## config.mk

```make
export PLATFORM = sky130hd
export DESIGN_NAME = channel_backend
export DESIGN_NICKNAME = d
export VERILOG_FILES = /design/src/mc_pkg.sv /design/src/channel_backend.sv /design/src/read_queue.sv
export SDC_FILE = /design/constraint.sdc
export NUM_CORES = 2
export LEC_CHECK = 0
export BUFFER_PORTS_ARGS = -buffer_cell sky130_fd_sc_hd__buf_4
export CAP_MARGIN = 20
export CORE_AREA = 2 2 947 477
export CTS_CLUSTER_DIAMETER = 200
export DETAILED_ROUTE_END_ITERATION = 6
export DIE_AREA = 0 0 949 479
export PLACE_DENSITY_LB_ADDON = 0.08
export SLEW_MARGIN = 20
export SYNTH_ARGS = -nofsm -noshare
export SYNTH_HDL_FRONTEND = slang
export SYNTH_MEMORY_MAX_BITS = 65536
export SYNTH_SLANG_ARGS = --single-unit
```

## constraint.sdc

```tcl
create_clock -name clk -period 4 [get_ports clk]
set_input_delay 0.2 -clock clk [delete_from_list [all_inputs] [get_ports clk]]
set_output_delay 0.2 -clock clk [all_outputs]
set_load 0.02 [all_outputs]
```

## src/mc_pkg.sv

```systemverilog
package mc_pkg;

    // ------------------------------------------------------------
    // Widths
    // ------------------------------------------------------------

    // Word address, top bit picks the channel
    localparam int ADDR_W = 8;
    localparam int DATA_W = 32;
    localparam int ID_W   = 4;

    // ------------------------------------------------------------
    // Default tuning, overridden through the top level
    // ------------------------------------------------------------

    // Beats per read burst
    localparam int BURST_BEATS = 4;
    // Pending read slots per channel
    localparam int QUEUE_DEPTH = 4;
    // Consecutive bursts before the waiting channel gets its turn
    localparam int SERVE_LIMIT = 4;

    // ------------------------------------------------------------
    // Vector types
    // ------------------------------------------------------------

    typedef logic [ADDR_W-1:0] addr_t;
    // Address inside one channel, channel bit stripped
    typedef logic [ADDR_W-2:0] offset_t;
    typedef logic [DATA_W-1:0] data_t;
    typedef logic [ID_W-1:0]   id_t;

    // Queue occupancy, needs room for 0 .. QUEUE_DEPTH
    typedef logic [$clog2(QUEUE_DEPTH+1)-1:0] count_t;

    // Beat index inside a burst
    typedef logic [$clog2(BURST_BEATS)-1:0] beat_t;

    // Serving counter saturates at SERVE_LIMIT
    typedef logic [$clog2(SERVE_LIMIT+1)-1:0] serve_t;

    // Response arbiter FSM
    typedef enum logic {
        serve_ch0,
        serve_ch1
    } arb_state_t;

endpackage
```

## src/channel_backend.sv

```systemverilog
module channel_backend #(
    parameter int BURST_BEATS = mc_pkg::BURST_BEATS,
    parameter int QUEUE_DEPTH = mc_pkg::QUEUE_DEPTH
) (
    input  logic            clk,
    input  logic            rst_n,
    // Request from dispatch
    input  logic            req_valid,
    input  logic            req_write,
    input  mc_pkg::offset_t req_offset,
    input  mc_pkg::data_t   req_data,
    input  mc_pkg::id_t     req_id,
    output logic            req_ready,
    // Read burst toward the arbiter
    input  logic            rd_grant,
    output mc_pkg::count_t  pending,
    output logic            rd_valid,
    output mc_pkg::data_t   rd_data,
    output mc_pkg::id_t     rd_id,
    output logic            rd_last,
    // Write acknowledge toward the arbiter
    input  logic            ack_grant,
    output logic            ack_valid,
    output mc_pkg::id_t     ack_id
);

    localparam int WORDS = 2 ** (mc_pkg::ADDR_W - 1);

    // ------------------------------------------------------------
    // Request acceptance
    // ------------------------------------------------------------

    logic wr_take;
    logic rd_take;
    logic q_full;
    logic q_empty;
    logic q_pop;

    mc_pkg::offset_t head_offset;
    mc_pkg::id_t     head_id;
    mc_pkg::offset_t rd_offset;
    mc_pkg::beat_t   beat;

    // Stalls for a full queue or for an ack still waiting on the consumer
    assign req_ready = !q_full && !ack_valid;
    assign wr_take   = req_valid && req_ready && req_write;
    assign rd_take   = req_valid && req_ready && !req_write;

    // ------------------------------------------------------------
    // Word store and write ack
    // ------------------------------------------------------------

    mc_pkg::data_t store [WORDS];

    always_ff @(posedge clk) begin
        if (wr_take) begin
            store[req_offset] <= req_data;
        end
    end

    always_ff @(posedge clk) begin
        if (wr_take) begin
            ack_id <= req_id;
        end
    end

    // Ack rises the cycle after the write and waits for its grant
    always_ff @(posedge clk or negedge rst_n) begin
        if (!rst_n) begin
            ack_valid <= 1'b0;
        end else if (wr_take) begin
            ack_valid <= 1'b1;
        end else if (ack_grant) begin
            ack_valid <= 1'b0;
        end
    end

    // ------------------------------------------------------------
    // Read queue and burst generator
    // ------------------------------------------------------------

    read_queue #(
        .DEPTH(QUEUE_DEPTH)
    ) rq_i (
        .clk        (clk),
        .rst_n      (rst_n),
        .push       (rd_take),
        .push_offset(req_offset),
        .push_id    (req_id),
        .pop        (q_pop),
        .head_offset(head_offset),
        .head_id    (head_id),
        .empty      (q_empty),
        .full       (q_full),
        .count      (pending)
    );

    // Head entry stays queued until its last beat leaves,
    // so pending includes the burst in flight
    assign rd_valid  = !q_empty;
    assign rd_id     = head_id;
    assign rd_last   = (beat == mc_pkg::beat_t'(BURST_BEATS - 1));
    // Offset arithmetic wraps inside the channel by width
    assign rd_offset = head_offset + mc_pkg::offset_t'(beat);
    assign rd_data   = store[rd_offset];
    assign q_pop     = rd_valid && rd_grant && rd_last;

    // Beat index only moves on a granted beat
    always_ff @(posedge clk or negedge rst_n) begin
        if (!rst_n) begin
            beat <= '0;
        end else if (rd_valid && rd_grant) begin
            beat <= rd_last ? '0 : beat + 1'b1;
        end
    end

endmodule

```

## src/read_queue.sv

```systemverilog
module read_queue #(
    parameter int DEPTH = mc_pkg::QUEUE_DEPTH
) (
    input  logic            clk,
    input  logic            rst_n,
    input  logic            push,
    input  mc_pkg::offset_t push_offset,
    input  mc_pkg::id_t     push_id,
    input  logic            pop,
    output mc_pkg::offset_t head_offset,
    output mc_pkg::id_t     head_id,
    output logic            empty,
    output logic            full,
    output mc_pkg::count_t  count
);

    localparam int PTR_W = (DEPTH > 1) ? $clog2(DEPTH) : 1;

    // Entry storage, payload only
    mc_pkg::offset_t offset_mem [DEPTH];
    mc_pkg::id_t     id_mem     [DEPTH];

    logic [PTR_W-1:0] wr_ptr;
    logic [PTR_W-1:0] rd_ptr;

    assign empty       = (count == '0);
    assign full        = (count == mc_pkg::count_t'(DEPTH));
    assign head_offset = offset_mem[rd_ptr];
    assign head_id     = id_mem[rd_ptr];

    always_ff @(posedge clk) begin
        if (push) begin
            offset_mem[wr_ptr] <= push_offset;
            id_mem[wr_ptr]     <= push_id;
        end
    end

    // Pointers wrap explicitly so DEPTH need not be a power of two
    always_ff @(posedge clk or negedge rst_n) begin
        if (!rst_n) begin
            wr_ptr <= '0;
            rd_ptr <= '0;
            count  <= '0;
        end else begin
            if (push) begin
                wr_ptr <= (wr_ptr == PTR_W'(DEPTH-1)) ? '0 : wr_ptr + 1'b1;
            end
            if (pop) begin
                rd_ptr <= (rd_ptr == PTR_W'(DEPTH-1)) ? '0 : rd_ptr + 1'b1;
            end
            case ({push, pop})
                2'b10:   count <= count + 1'b1;
                2'b01:   count <= count - 1'b1;
                default: count <= count;
            endcase
        end
    end

    // Backend ready gating must keep these from ever firing
    a_no_push_full : assert property (@(posedge clk) disable iff (!rst_n) push |-> !full)
        else $error("read_queue: push while full");
    a_no_pop_empty : assert property (@(posedge clk) disable iff (!rst_n) pop |-> !empty)
        else $error("read_queue: pop while empty");

endmodule

```

# Yosys cells after proc, flatten, opt, wreduce, memory -nomap -nowiden
# Memories as Yosys holds them, arrays and structs flattened.
# Cells that the tools add are included.
# totals
output_inout_bits	47
elab_cells	44
register_bits	14
ram_bits	4140
memories	3
# mem_list
name	words	word_bits	read_ports	rd_clocked_by_memory_dff	write_ports	line	rtl
store	128	32	1	0	1	channel_backend.sv:53	mc_pkg::data_t store [WORDS];
rq_i.offset_mem	4	7	1	0	1	read_queue.sv:20	mc_pkg::offset_t offset_mem [DEPTH];
rq_i.id_mem	4	4	1	0	1	read_queue.sv:21	mc_pkg::id_t id_mem [DEPTH];
# op_classes
addsub	6
n_eq_ne	6
muxes	10
reduce_logical	13
# op_table
cell	n
equality test 2 bit, second input constant	4
adder 7 x 2 -> 7 bit	1
adder 2 x 1 -> 2 bit, second input constant	3
logical AND 1 bit	6
2-to-1 mux 1 bit	6
2-to-1 mux 2 bit	3
case mux 3 bit (2 select lines)	1
zero test 1 bit	4
nonzero test 2 bit	2
adder 3 x 1 -> 3 bit, second input constant	1
equality test 3 bit, second input constant	1
zero test 3 bit	1
subtractor 3 x 1 -> 3 bit, second input constant	1
equality test 2 x 1 -> 1 bit, second input constant	1

# Longest topological paths before layout
# depth
word_depth	7
ltp_mapped	17
ltp_nobuf	11

# Hierarchy
# Synthesis repeated with hierarchy kept, for this count alone.
# unflattened
cells_unflattened	7428
hier_area_um2	160128.6
# by_module_without_submodules
module	instances	seq_area_each_um2	area_each_um2	cells_each
channel_backend	1	123193.2	158116.6	7333
read_queue	1	1496.4	2011.9	95

# Least setup slack after synthesis
# OpenSTA, ideal clock, no wires.
# synth_path
path_kind	register to output
from	register rq_i.rd_ptr[0]
to	output rd_data[10]
setup_slack_ps	-182
arrival_time_ps	3982
path_stages_with_launch	16
n_path_buf	6
cell_sequence	dfrtp_1 buf_6 buf_4 mux4_2 ha_1 inv_1 fa_1 buf_2 buf_2 clkbuf_1 clkbuf_1 mux4_2 o221ai_1 a221oi_1 a31oi_1 a221oi_1
# synth_between
elab_chain_cells	3
# synth_lines
element	line	rtl
start: declaration	read_queue.sv:24	logic [PTR_W-1:0] rd_ptr;
start signal: assignment	read_queue.sv:49	rd_ptr <= (rd_ptr == PTR_W'(DEPTH-1)) ? '0 : rd_ptr + 1'b1;
memory (4 x 7 bit)	n/a	
adder 7 x 2 -> 7 bit	channel_backend.sv:104	assign rd_offset = head_offset + mc_pkg::offset_t'(beat);
memory (128 x 32 bit)	n/a	
end: declaration	channel_backend.sv:18	output mc_pkg::data_t rd_data,
# Every way passes these cells.

# Worst setup path in the final report
# layout_path
from	register rq_i.rd_ptr[0]
to	output rd_data[25]
# Same word-level chain as after synthesis.

==> qor.yml <==
hold_slack_ns: 0.1268
numCtsBuffers: 389
final_common_cell: "edfxtp_1"
required_ns: 3.80
rsz0062_at_grt: "yes"
wl_per_cell_um: 38.44
nets: 9061
grt_pass1_wl_um: 789500
busiest_layer: "met1"
hp-class: "in2reg"
crit_arrival_ns: 5.59
via_per_inst: 6.111
syn_area_um2: 164600
ios: 96
path_clk_slew_ns: 0.07
critPathMaxFanout: 9
violations: "negative setup slack"
max_freq_mhz: 172.6
totalWireLength_um: 588500
synth_cell_types: 53
ant_nets: 0
start_util: 0.3683
clock_latency_ns: 1.01
synth_area_per_cell_um2: 21.06
fp.dieW_um: 949
endpoint_kind: "output pin"
grt_pass1_vias: 88976
port_buffers: 95
regArea_um2: 124700
final_cell_mix: "edfxtp_1 (4144), mux4_2 (1034), buf_4 (829)"
layout_min_cycle_time_ns: 5.793
synth_warnings: 0
clockBufferDepth: 4
worst-setup-path-type: "reg2out"
cts_tree: "built"
synth-edff-count: 4144
async_flop_share: 0.002407
tns_ns: -51.73
core_um2: 447000
postSynthCellCount: 7817
overflow: 0
ys.flop_type: "edfxtp_1"
grt.met3_usage: 0.06118
rows: 174
vias: 93557
fin_crit_sh: 1.448
worstSetupStartpointType: "flop"
firstDrtPassIters: 6
slew_violations: 0
hold_viol: 0
track_usage: 0.2529
die_area_um2: 454600
met1_usage: 0.4128
layout-drive-gt1-share: 0.3749
ys_seq_area_frac: 0.7576
routabilityCongestion: 0.8301
relSlewSlack: 0.1567
grtUsageMet2: 0.3388
grt_max_degree: 129
finClkSkew_ns: 0.1183
crit_slowest_cell: "fa_4"
crit_chain: "mux4_2 > ha_4 > inv_2 > fa_4 > buf_16 > buf_16 > buf_4 > mux4_2 > o22ai_1 > o21ai_0 > a31oi_1 > a221oi_2 > buf_4 > buf_6"
area_delta_synth_final_pct: 22.72
die_height_um: 479
synth-seq-cells: 4154
dp_hpwl_um: 369700
setup_viol: 32
ctsRootBufferMaster: "clkbuf_16"
fillers: 37560
antenna_found_initial: 43
fin_ws_ns: -1.793
worstMarginPinSlew_ns: 1.265
cts.sinks: 4154
cts_max_level: 5
drt_iter0_markers: 14658
status: "finished, violations left"
multi_input_area_um2: 41350
remaining_drc_errors: 0
syn_nets: 7877
cpPeakStageDelay_ns: 0.68
cap_violations: 0
[worst paths after layout]
kind / end / slack (ns) / from / cells past startpoint
setup reg to reg: store[23][7] / 0.39 / rq_i.count[1] / 9
max in group asynchronous: rq_i.rd_ptr[1] / 3.29 / rst_n / 3
hold / removal: beat[0] / 0.13 / rd_grant / 4
hold reg to reg: rq_i.count[2] / 0.52 / rq_i.count[2] / 1
min in group asynchronous: beat[1] / 0.29 / rst_n / 3
setup / recovery: rd_data[25] / -1.79 / rq_i.rd_ptr[0] / 14
[layout make-up]
cell class | instances | area share
clock buffer | 479 | 0.05075
clock inverter | 225 | 0.01065
inverter | 13 | 0.0002416
timing repair buffer | 1380 | 0.07912
multi-input combinational | 3063 | 0.2047
tap | 5984 | 0.03707
antenna | 11 | 0.0001363
sequential | 4154 | 0.6173
[layer usage]
metal	vias up	part of all wire
met5	-	0.000061
met4	6	0.024
met3	635	0.11
met2	4995	0.40
met1	51408	0.46
li1	36513	-
[critical path: cells and delay by family (launching register included)]
kind | cells | cell delay [ns]
compound gates | 4 | 1.58
mux | 2 | 0.77
flops | 1 | 0.38
fa+ha+maj | 2 | 0.87
buf+inv | 6 | 1.00
[registers in the layout, summed over array words and instances, names as in the netlist]
name	cells
rq_i.count	3
ack_id	4
rq_i.offset_mem	28
rq_i.rd_ptr	2
store	4096
ack_valid	1
rq_i.wr_ptr	2
rq_i.id_mem	16
beat	2
[through the flow]
stage                     setup WS, ns  instance area (um2)  instances    util
final                           -1.793               202000      15309  0.4519
after global routing            -1.875               202000      15303  0.4519
after CTS                       -1.766               200700      15271  0.4490
after detailed placement        -1.506               184400      14446  0.4126
after global placement          -2.107               184300      14439  0.4124
after floorplan              -0.007981               164800       7817       -
[synth_stat cells (5+ instances only)]
library cell	n	area (um2)
a21oi_1	6	30.03
a221o_1	126	1261
a221oi_1	126	1104
a31o_2	61	534.3
a31oi_1	95	594.3
a41oi_1	5	43.79
a41oi_2	57	927.1
and2_1	5	31.28
and3_1	66	412.9
buf_1	40	150.1
buf_2	229	1146
buf_4	16	120.1
buf_6	11	123.9
clkbuf_1	291	1092
dfrtp_1	10	250.2
edfxtp_1	4144	124400
ha_1	9	112.6
inv_1	13	48.80
mux4_2	1035	23310
nand2_1	338	1269
nand3_1	264	1321
nor2_1	167	626.9
nor2b_1	7	43.79
nor4_1	31	193.9
o21ai_0	66	330.3
o221ai_1	448	3924
o22ai_1	95	594.3
xor2_1	5	43.79
[logic make-up after synthesis]
logic type	synth area share
and+or+nand+nor	0.02415
xor gates and xnor gates	0.0008742
DFF	0.7576
buffers and inverters	0.01629
muxes	0.1423
AOI/OAI and AO/OA	0.05789
adders and majority gates	0.0009274
[what timing repair did]
action | CTS | global route
setup buffers | 59 | 18
endpoints found under the hold margin | 1430 | 0
setup endpoints to repair | 32 | 32
hold buffers | 58 | 0
pin swaps | 87 | 51
resized for setup | 416 | 143
gates cloned | 12 | 7
Power is not shown: default switching activity piles up to over one toggle a cycle in this logic, so the estimate is an artifact.
