### src/mc_pkg.sv
package mc_pkg;

    // ------------------------------------------------------------
    // Widths
    // ------------------------------------------------------------

    // Word address, top bit picks the channel
    localparam int ADDR_W = 8;
    localparam int DATA_W = 32;
    localparam int ID_W   = 4;

    // ------------------------------------------------------------
    // Default tuning, overridden through the top level
    // ------------------------------------------------------------

    // Beats per read burst
    localparam int BURST_BEATS = 4;
    // Pending read slots per channel
    localparam int QUEUE_DEPTH = 4;
    // Consecutive bursts before the waiting channel gets its turn
    localparam int SERVE_LIMIT = 4;

    // ------------------------------------------------------------
    // Vector types
    // ------------------------------------------------------------

    typedef logic [ADDR_W-1:0] addr_t;
    // Address inside one channel, channel bit stripped
    typedef logic [ADDR_W-2:0] offset_t;
    typedef logic [DATA_W-1:0] data_t;
    typedef logic [ID_W-1:0]   id_t;

    // Queue occupancy, needs room for 0 .. QUEUE_DEPTH
    typedef logic [$clog2(QUEUE_DEPTH+1)-1:0] count_t;

    // Beat index inside a burst
    typedef logic [$clog2(BURST_BEATS)-1:0] beat_t;

    // Serving counter saturates at SERVE_LIMIT
    typedef logic [$clog2(SERVE_LIMIT+1)-1:0] serve_t;

    // Response arbiter FSM
    typedef enum logic {
        serve_ch0,
        serve_ch1
    } arb_state_t;

endpackage
### src/resp_arbiter.sv
module resp_arbiter #(
    parameter int SERVE_LIMIT = mc_pkg::SERVE_LIMIT
) (
    input  logic           clk,
    input  logic           rst_n,
    input  logic           r_ready,
    input  logic           ack_ready,
    // Channel 0
    input  logic           ch0_rd_valid,
    input  mc_pkg::data_t  ch0_rd_data,
    input  mc_pkg::id_t    ch0_rd_id,
    input  logic           ch0_rd_last,
    input  mc_pkg::count_t ch0_pending,
    input  logic           ch0_ack_valid,
    input  mc_pkg::id_t    ch0_ack_id,
    // Channel 1
    input  logic           ch1_rd_valid,
    input  mc_pkg::data_t  ch1_rd_data,
    input  mc_pkg::id_t    ch1_rd_id,
    input  logic           ch1_rd_last,
    input  mc_pkg::count_t ch1_pending,
    input  logic           ch1_ack_valid,
    input  mc_pkg::id_t    ch1_ack_id,
    // Grants back to the channels
    output logic           ch0_rd_grant,
    output logic           ch1_rd_grant,
    output logic           ch0_ack_grant,
    output logic           ch1_ack_grant,
    // Consumer side
    output logic           r_valid,
    output mc_pkg::data_t  r_data,
    output mc_pkg::id_t    r_id,
    output logic           r_last,
    output logic           b_valid,
    output mc_pkg::id_t    b_id
);

    mc_pkg::arb_state_t state;
    mc_pkg::serve_t     serve_cnt;
    mc_pkg::count_t     cur_pend;
    mc_pkg::count_t     oth_pend;
    mc_pkg::count_t     cur_left;

    logic sel_ch1;
    logic busy;
    logic beat_move;
    logic last_move;
    logic eval;
    logic limit_hit;
    logic switch_ch;

    // ------------------------------------------------------------
    // Read response mux
    // ------------------------------------------------------------

    assign sel_ch1      = (state == mc_pkg::serve_ch1);
    assign ch0_rd_grant = !sel_ch1 && r_ready;
    assign ch1_rd_grant = sel_ch1 && r_ready;

    assign r_valid = sel_ch1 ? ch1_rd_valid : ch0_rd_valid;
    assign r_data  = sel_ch1 ? ch1_rd_data  : ch0_rd_data;
    assign r_id    = sel_ch1 ? ch1_rd_id    : ch0_rd_id;
    assign r_last  = sel_ch1 ? ch1_rd_last  : ch0_rd_last;

    assign beat_move = r_valid && r_ready;
    assign last_move = beat_move && r_last;

    // ------------------------------------------------------------
    // Switch decision
    // ------------------------------------------------------------

    assign cur_pend = sel_ch1 ? ch1_pending : ch0_pending;
    assign oth_pend = sel_ch1 ? ch0_pending : ch1_pending;

    // Reads left on this channel once the finishing burst pops
    assign cur_left = cur_pend - mc_pkg::count_t'(last_move);

    // Count the burst finishing now so the limit holds at the boundary
    assign limit_hit = (int'(serve_cnt) + int'(last_move)) >= SERVE_LIMIT;

    // Only at a burst boundary, never while a first beat leaves
    assign eval = last_move || (!busy && !beat_move);

    assign switch_ch = eval && (oth_pend != '0) &&
                       ((cur_left == '0) || (oth_pend > cur_left) || limit_hit);

    always_ff @(posedge clk or negedge rst_n) begin
        if (!rst_n) begin
            state <= mc_pkg::serve_ch0;
        end else if (switch_ch) begin
            state <= sel_ch1 ? mc_pkg::serve_ch0 : mc_pkg::serve_ch1;
        end
    end

    // Burst in progress from first moved beat until last moved beat
    always_ff @(posedge clk or negedge rst_n) begin
        if (!rst_n) begin
            busy <= 1'b0;
        end else if (last_move) begin
            busy <= 1'b0;
        end else if (beat_move) begin
            busy <= 1'b1;
        end
    end

    // Starvation guard, bursts served back to back on one channel
    always_ff @(posedge clk or negedge rst_n) begin
        if (!rst_n) begin
            serve_cnt <= '0;
        end else if (switch_ch) begin
            serve_cnt <= '0;
        end else if (last_move && (serve_cnt != mc_pkg::serve_t'(SERVE_LIMIT))) begin
            serve_cnt <= serve_cnt + 1'b1;
        end
    end

    // ------------------------------------------------------------
    // Ack merge, channel 1 first
    // ------------------------------------------------------------

    assign b_valid       = ch0_ack_valid || ch1_ack_valid;
    assign b_id          = ch1_ack_valid ? ch1_ack_id : ch0_ack_id;
    assign ch1_ack_grant = ch1_ack_valid && ack_ready;
    // Channel 0 holds its ack while channel 1 drains
    assign ch0_ack_grant = ch0_ack_valid && !ch1_ack_valid && ack_ready;

    // No channel change in the middle of a burst
    a_state_hold : assert property (@(posedge clk) disable iff (!rst_n)
        (busy && !last_move) |=> $stable(state))
        else $error("resp_arbiter: state changed inside a burst");
    a_one_grant : assert property (@(posedge clk) disable iff (!rst_n)
        !(ch0_rd_grant && ch1_rd_grant))
        else $error("resp_arbiter: both read grants high");

endmodule

### config.mk
export PLATFORM = sky130hd
export DESIGN_NAME = resp_arbiter
export DESIGN_NICKNAME = d
export VERILOG_FILES = /design/src/mc_pkg.sv /design/src/resp_arbiter.sv
export SDC_FILE = /design/constraint.sdc
export NUM_CORES = 1
export LEC_CHECK = 0
export ABC_CLOCK_PERIOD_IN_PS = 4250
export BUFFER_PORTS_ARGS = -buffer_cell sky130_fd_sc_hd__buf_2
export CORE_MARGIN = 5
export CORE_UTILIZATION = 33
export DETAILED_ROUTE_END_ITERATION = 6
export GPL_TIMING_DRIVEN = 1
export MAX_ROUTING_LAYER = met4
export PLACE_DENSITY = 0.9
export SLEW_MARGIN = 20
export SYNTH_ARGS = -nofsm -noshare
export SYNTH_HDL_FRONTEND = slang
export SYNTH_SLANG_ARGS = --single-unit
### constraint.sdc
create_clock -name clk -period 4.25 [get_ports clk]
set_input_delay 0 -clock clk [delete_from_list [all_inputs] [get_ports clk]]
set_output_delay 0 -clock clk [all_outputs]
set_load 0.05 [all_outputs]
**After elaboration in Yosys (flattened, before gate mapping)**

Index checks and enable logic that the tools add are counted.

- $add $sub $neg: 3
- Muxes and demuxes: 12
- Reductions and logical operators: 23
- Equality and inequality tests: 1
- Order comparisons: 2

Operators by type and width:

| operator | number |
|---|---|
| 32-bit two-way mux | 1 |
| 3-bit two-way mux | 4 |
| 1-bit logical AND | 11 |
| 4-bit two-way mux | 2 |
| 1-bit two-way mux | 5 |
| 3-bit by 1-bit adder with 4-bit output | 1 |
| 4-bit by 3-bit greater-or-equal comparator with 1-bit output (second input constant) | 1 |
| 1-bit zero test | 4 |
| 1-bit logical OR | 4 |
| 2-bit nonzero test | 2 |
| 3-bit by 1-bit adder with 3-bit output (second input constant) | 1 |
| 3-bit greater-than comparator | 1 |
| 3-bit zero test | 1 |
| 3-bit != test (second input constant) | 1 |
| 3-bit nonzero test | 1 |
| 3-bit by 1-bit subtractor with 3-bit output | 1 |

- Input bits: 96
- Flip-flop bits (word level): 5
- Word-level logic and storage cells: 44
- Output and inout bits: 47

**Longest topological paths before layout**

- Word-level depth: 9
- Gate-level depth with buffers: 12
- Depth with buffers taken out: 10

**Worst setup path after synthesis**

OpenSTA, ideal clock, no wires.

- Kind: reg2reg
- Start: register state, in the netlist sel_ch1
- End: register state, in the netlist sel_ch1
- Period minus slack after synthesis: 2569 ps
- Path buffers: 3
- Arrival time: 2435 ps
- Cell stages (with the launch flop): 13
- Setup slack: 1681 ps
- Setup time: 134 ps
- Data required time: 4116 ps
- Cell sequence: dfrtp_1 -> buf_6 -> buf_2 -> buf_2 -> mux2i_1 -> ha_1 -> ha_1 -> ha_1 -> nor2b_1 -> o21a_1 -> o21ai_0 -> a31oi_2 -> xor2_1

- Cells in the longest elaborated chain, start to end: 8
- Elaborated cells on any way between the ends: 20
- Those cells by class: 2 x add/sub; 2 x order compare; 5 x mux; 11 x reduce/logical

RTL lines:

| element | RTL line | RTL |
|---|---|---|
| from (decl) | resp_arbiter.sv:38 | `mc_pkg::arb_state_t state;` |
| from (signal assigned) | resp_arbiter.sv:89 | `state <= mc_pkg::serve_ch0;` |
| from (signal assigned) | resp_arbiter.sv:91 | `state <= sel_ch1 ? mc_pkg::serve_ch0 : mc_pkg::serve_ch1;` |
| 1-bit two-way mux | resp_arbiter.sv:60 | `assign r_valid = sel_ch1 ? ch1_rd_valid : ch0_rd_valid;` |
| 1-bit logical AND | resp_arbiter.sv:65 | `assign beat_move = r_valid && r_ready;` |
| 1-bit logical AND | resp_arbiter.sv:66 | `assign last_move = beat_move && r_last;` |
| 3-bit by 1-bit subtractor with 3-bit output | resp_arbiter.sv:76 | `assign cur_left = cur_pend - mc_pkg::count_t'(last_move);` |
| 3-bit greater-than comparator / 3-bit zero test (equally long branches) | resp_arbiter.sv:85 | `((cur_left == '0) \|\| (oth_pend > cur_left) \|\| limit_hit);` |
| 1-bit logical OR (2 in a row) | resp_arbiter.sv:85 |  |
| 1-bit logical AND | resp_arbiter.sv:84 | `assign switch_ch = eval && (oth_pend != '0) &&` |

Parallel ways exist; a longest one is shown, timed or not.
A chain may end at the register's enable or synchronous reset.

**Worst setup path after layout**

Same ends and word-level chain as after synthesis.

==> metrics <==
Leakage Power=approximately 0.98 nW; library cell occupying the most area in the post-synthesis netlist=mux2_2; fraction of layout cells with a size suffix above 1=0.7878; detailed-route vias per instance=around 4.7; RSZ-0062 raised after global routing=no; CTS Buf Count=3; Crit Path Class=reg -> reg; CP delay by family, top=adder cells; switching pwr=between 0.7 and 0.8 mW; area of combinational cells with multiple inputs=between 800 and 900 um^2; post-detailed-route DRC marker count=0; Arrival @ worst endpoint=2810 ps; number of nets in the layout=349; I/O pins=143; portion of the post-synthesis area used by sequential elements=0.1248; antenna violation net count after detailed routing=0; kind of end point of the critical path=flip-flop; CTS sink cnt=5; internal power=roughly 0.44 mW; buffers and inverters on the worst path=0; yosys warns=0; share of total power in the clock network=0.045; combinational fraction of design power=0.861; First DRT Iteration DRCs=24; Total GRT Usage=0.1937; synthesis-to-finish area growth=75.53%; final core occ=0.5908; slowest cell on the critical path=dfrtp_2; Mapped Nets=around 210; most numerous cell types in the synthesized netlist=43 x mux2_2, 7 x ha_1, 5 x buf_2, 5 x dfrtp_1, 5 x nand2_1; Post-Synthesis Mean Instance Area=about 9.6 um^2; worst hold path class=in -> reg; clock tree from TritonCTS=done; Total Routed Length=about 4200 um; via count of the first global-routing pass=~1400; part of the power in registers=0.094; dominant cells by area after synthesis=mux2_2 48%, dfrtp_1 12%, ha_1 8.7%; count of flip-flops with a built-in enable after synthesis=0; proportion of netlist area held by the largest area contributor=0.4831; overall overflow remaining after global route=0; Final Hold Viols=0; cell-by-cell listing of the critical path=nand4b_1 > nand2_1 > ha_1 > ha_1 > ha_1 > nor2b_1 > o21a_1 > o21ai_0 > a31oi_2 > xor2_1; minimum period implied by the final worst setup slack=roughly 2700 ps; pin count of the biggest net entering global routing=34; crit share post-route=0.6369; Chip Width=around 65 um; initial antenna violation count=0; clock-pin slew reported for the worst setup and hold paths after clock tree synthesis=40 ps; largest buffer count on any clock path=2; wire length of the first global-routing pass=6285 um; Pre-Repair DR Iteration Count=4; maxcap violations=0; insertion delay to the later sink of the worst-skew pair=approximately 240 ps; switch share=0.6222; predominant post-synthesis flop cell=dfrtp_1; run status=completed; Rows=20; via count=1302; Initial Utilization=0.3366; most repeated cell in the gate-level netlist after synthesis=mux2_2; DIE AREA=0.004239 mm^2; crit path max fanout=19; Wirelength per Cell=between 15 and 20 um; quantity of I/O buffers inserted on ports=around 140; Power Density=666.3 mW/mm^2; VDD IR max=0.0002873 V; DIE HEIGHT=between 60 and 70 um; delay of the slowest cell on the worst path=~580 ps; count of pins over their slew limit=0; worst slew margin relative to its limit=0.7255; pin slew with the least headroom to its limit=411.7 ps; startpoint type of the worst setup path=flip-flop; Antenna Diode Count=0; cell with the most instances on the worst path=ha_1; Layout Skew=4.300 ps; Distinct cells, synth=26; Final Setup Violations=0; Highest Clock Rate=around 370 MHz; final weighted congestion of routability-driven global placement=0.7931; Root Driver=clkbuf_4; area occupied by registers=approximately 130 um^2; placeable core region=just under 0.003 mm^2; H-tree level count=1; post-synthesis sequential element count=5; netlist area before placement=0.001002 mm^2; DP HPWL=about 3700 um; number of cells produced by synthesis=roughly 100; Filler Cell Count=slightly below 300; setup_tns=0 ps; Req. time, crit path=about 4400 ps; share of synthesized registers carrying an async set or reset=1.000
[registers in the layout, summed over array words and instances (netlist names)]
name / flops
serve_cnt: 3
busy: 1
sel_ch1: 1
[stage by stage]
step,cells,instance area (um^2),setup WS [ps],power [mW],hold slack [ps]
2_1_floorplan,104,1002,1681,0.9301,-295.6
6_report,278,1759,1543,1.172,70.08
3_3_place_gp,273,1723,1635,1.102,-180.5
4_1_cts,278,1759,1522,1.182,63.36
3_5_place_dp,273,1723,1523,1.123,-175.9
5_1_grt,278,1759,1414,1.249,87.17
[power groups by stage]
stage                     clock network (mW)  registers (mW)  logic [mW]
after floorplan                            0          0.0798       0.850
after global placement                     0           0.110       0.993
after detailed placement                   0           0.112        1.01
after CTS                             0.0559           0.111        1.01
after global routing                  0.0616           0.116        1.07
final                                 0.0533           0.110        1.01
[kinds of logic after synthesis]
logic type / count (synthesis) / share of synthesized area
mux: 48 / 0.5381
simple gates: 22 / 0.1124
buf+inv: 10 / 0.05118
compound gates: 8 / 0.05119
fa+ha+maj: 7 / 0.08739
flops: 5 / 0.1248
xor+xnor: 4 / 0.03496
[metal layers]
metal | vias to the layer above | share of wire | track usage
li1 | 661 | - | -
met1 | 569 | 0.35 | 0.2029
met2 | 66 | 0.52 | 0.3423
met3 | 6 | 0.11 | 0.05641
met4 | 0 | 0.015 | 0.07772
met5 | - | 0 | -
[timing repair]
| item | 4_1_cts | 5_1_grt |
|---|---|---|
| hold buffers | 1 | 0 |
| hold endpoints to repair | 5 | 0 |
| buffers inserted | 0 | 0 |
| gates resized for setup | 0 | 0 |
[placed cells by master, fill, tap and decap left out, types with 2 or more instances in the layout]
cell      count
buf_2       142
nand3_1       4
nor2_1        4
and2_1        2
clkbuf_4      3
ha_1          7
mux2i_1       4
mux2_2       43
nand2_1       5
dfrtp_1       4
o21ai_0       3
xor2_1        3
nor2b_1       2
a21oi_1       2
inv_1         3
[area by class of cell]
class / instances / area share
clock buffers: 4 / 0.01494
inverters: 3 / 0.006401
flip-flops and latches: 5 / 0.07183
multi-input cells: 89 / 0.4694
well taps: 33 / 0.02347
repair buffers: 144 / 0.4139
[final timing paths]
path	end	slack [ps]	from	cells after the start
max	sel_ch1	1540	sel_ch1	10
min	busy	70	r_ready	3
max reg2reg	sel_ch1	1540	sel_ch1	10
min reg2reg	busy	480	busy	2
max in group asynchronous	sel_ch1	3990	rst_n	2
min in group asynchronous	sel_ch1	110	rst_n	2
[worst min-delay path: stages]
cell,delay [ps]
buf_2,110
a21oi_1,80
nor2_1,70
(Power assumes the default switching activity.)
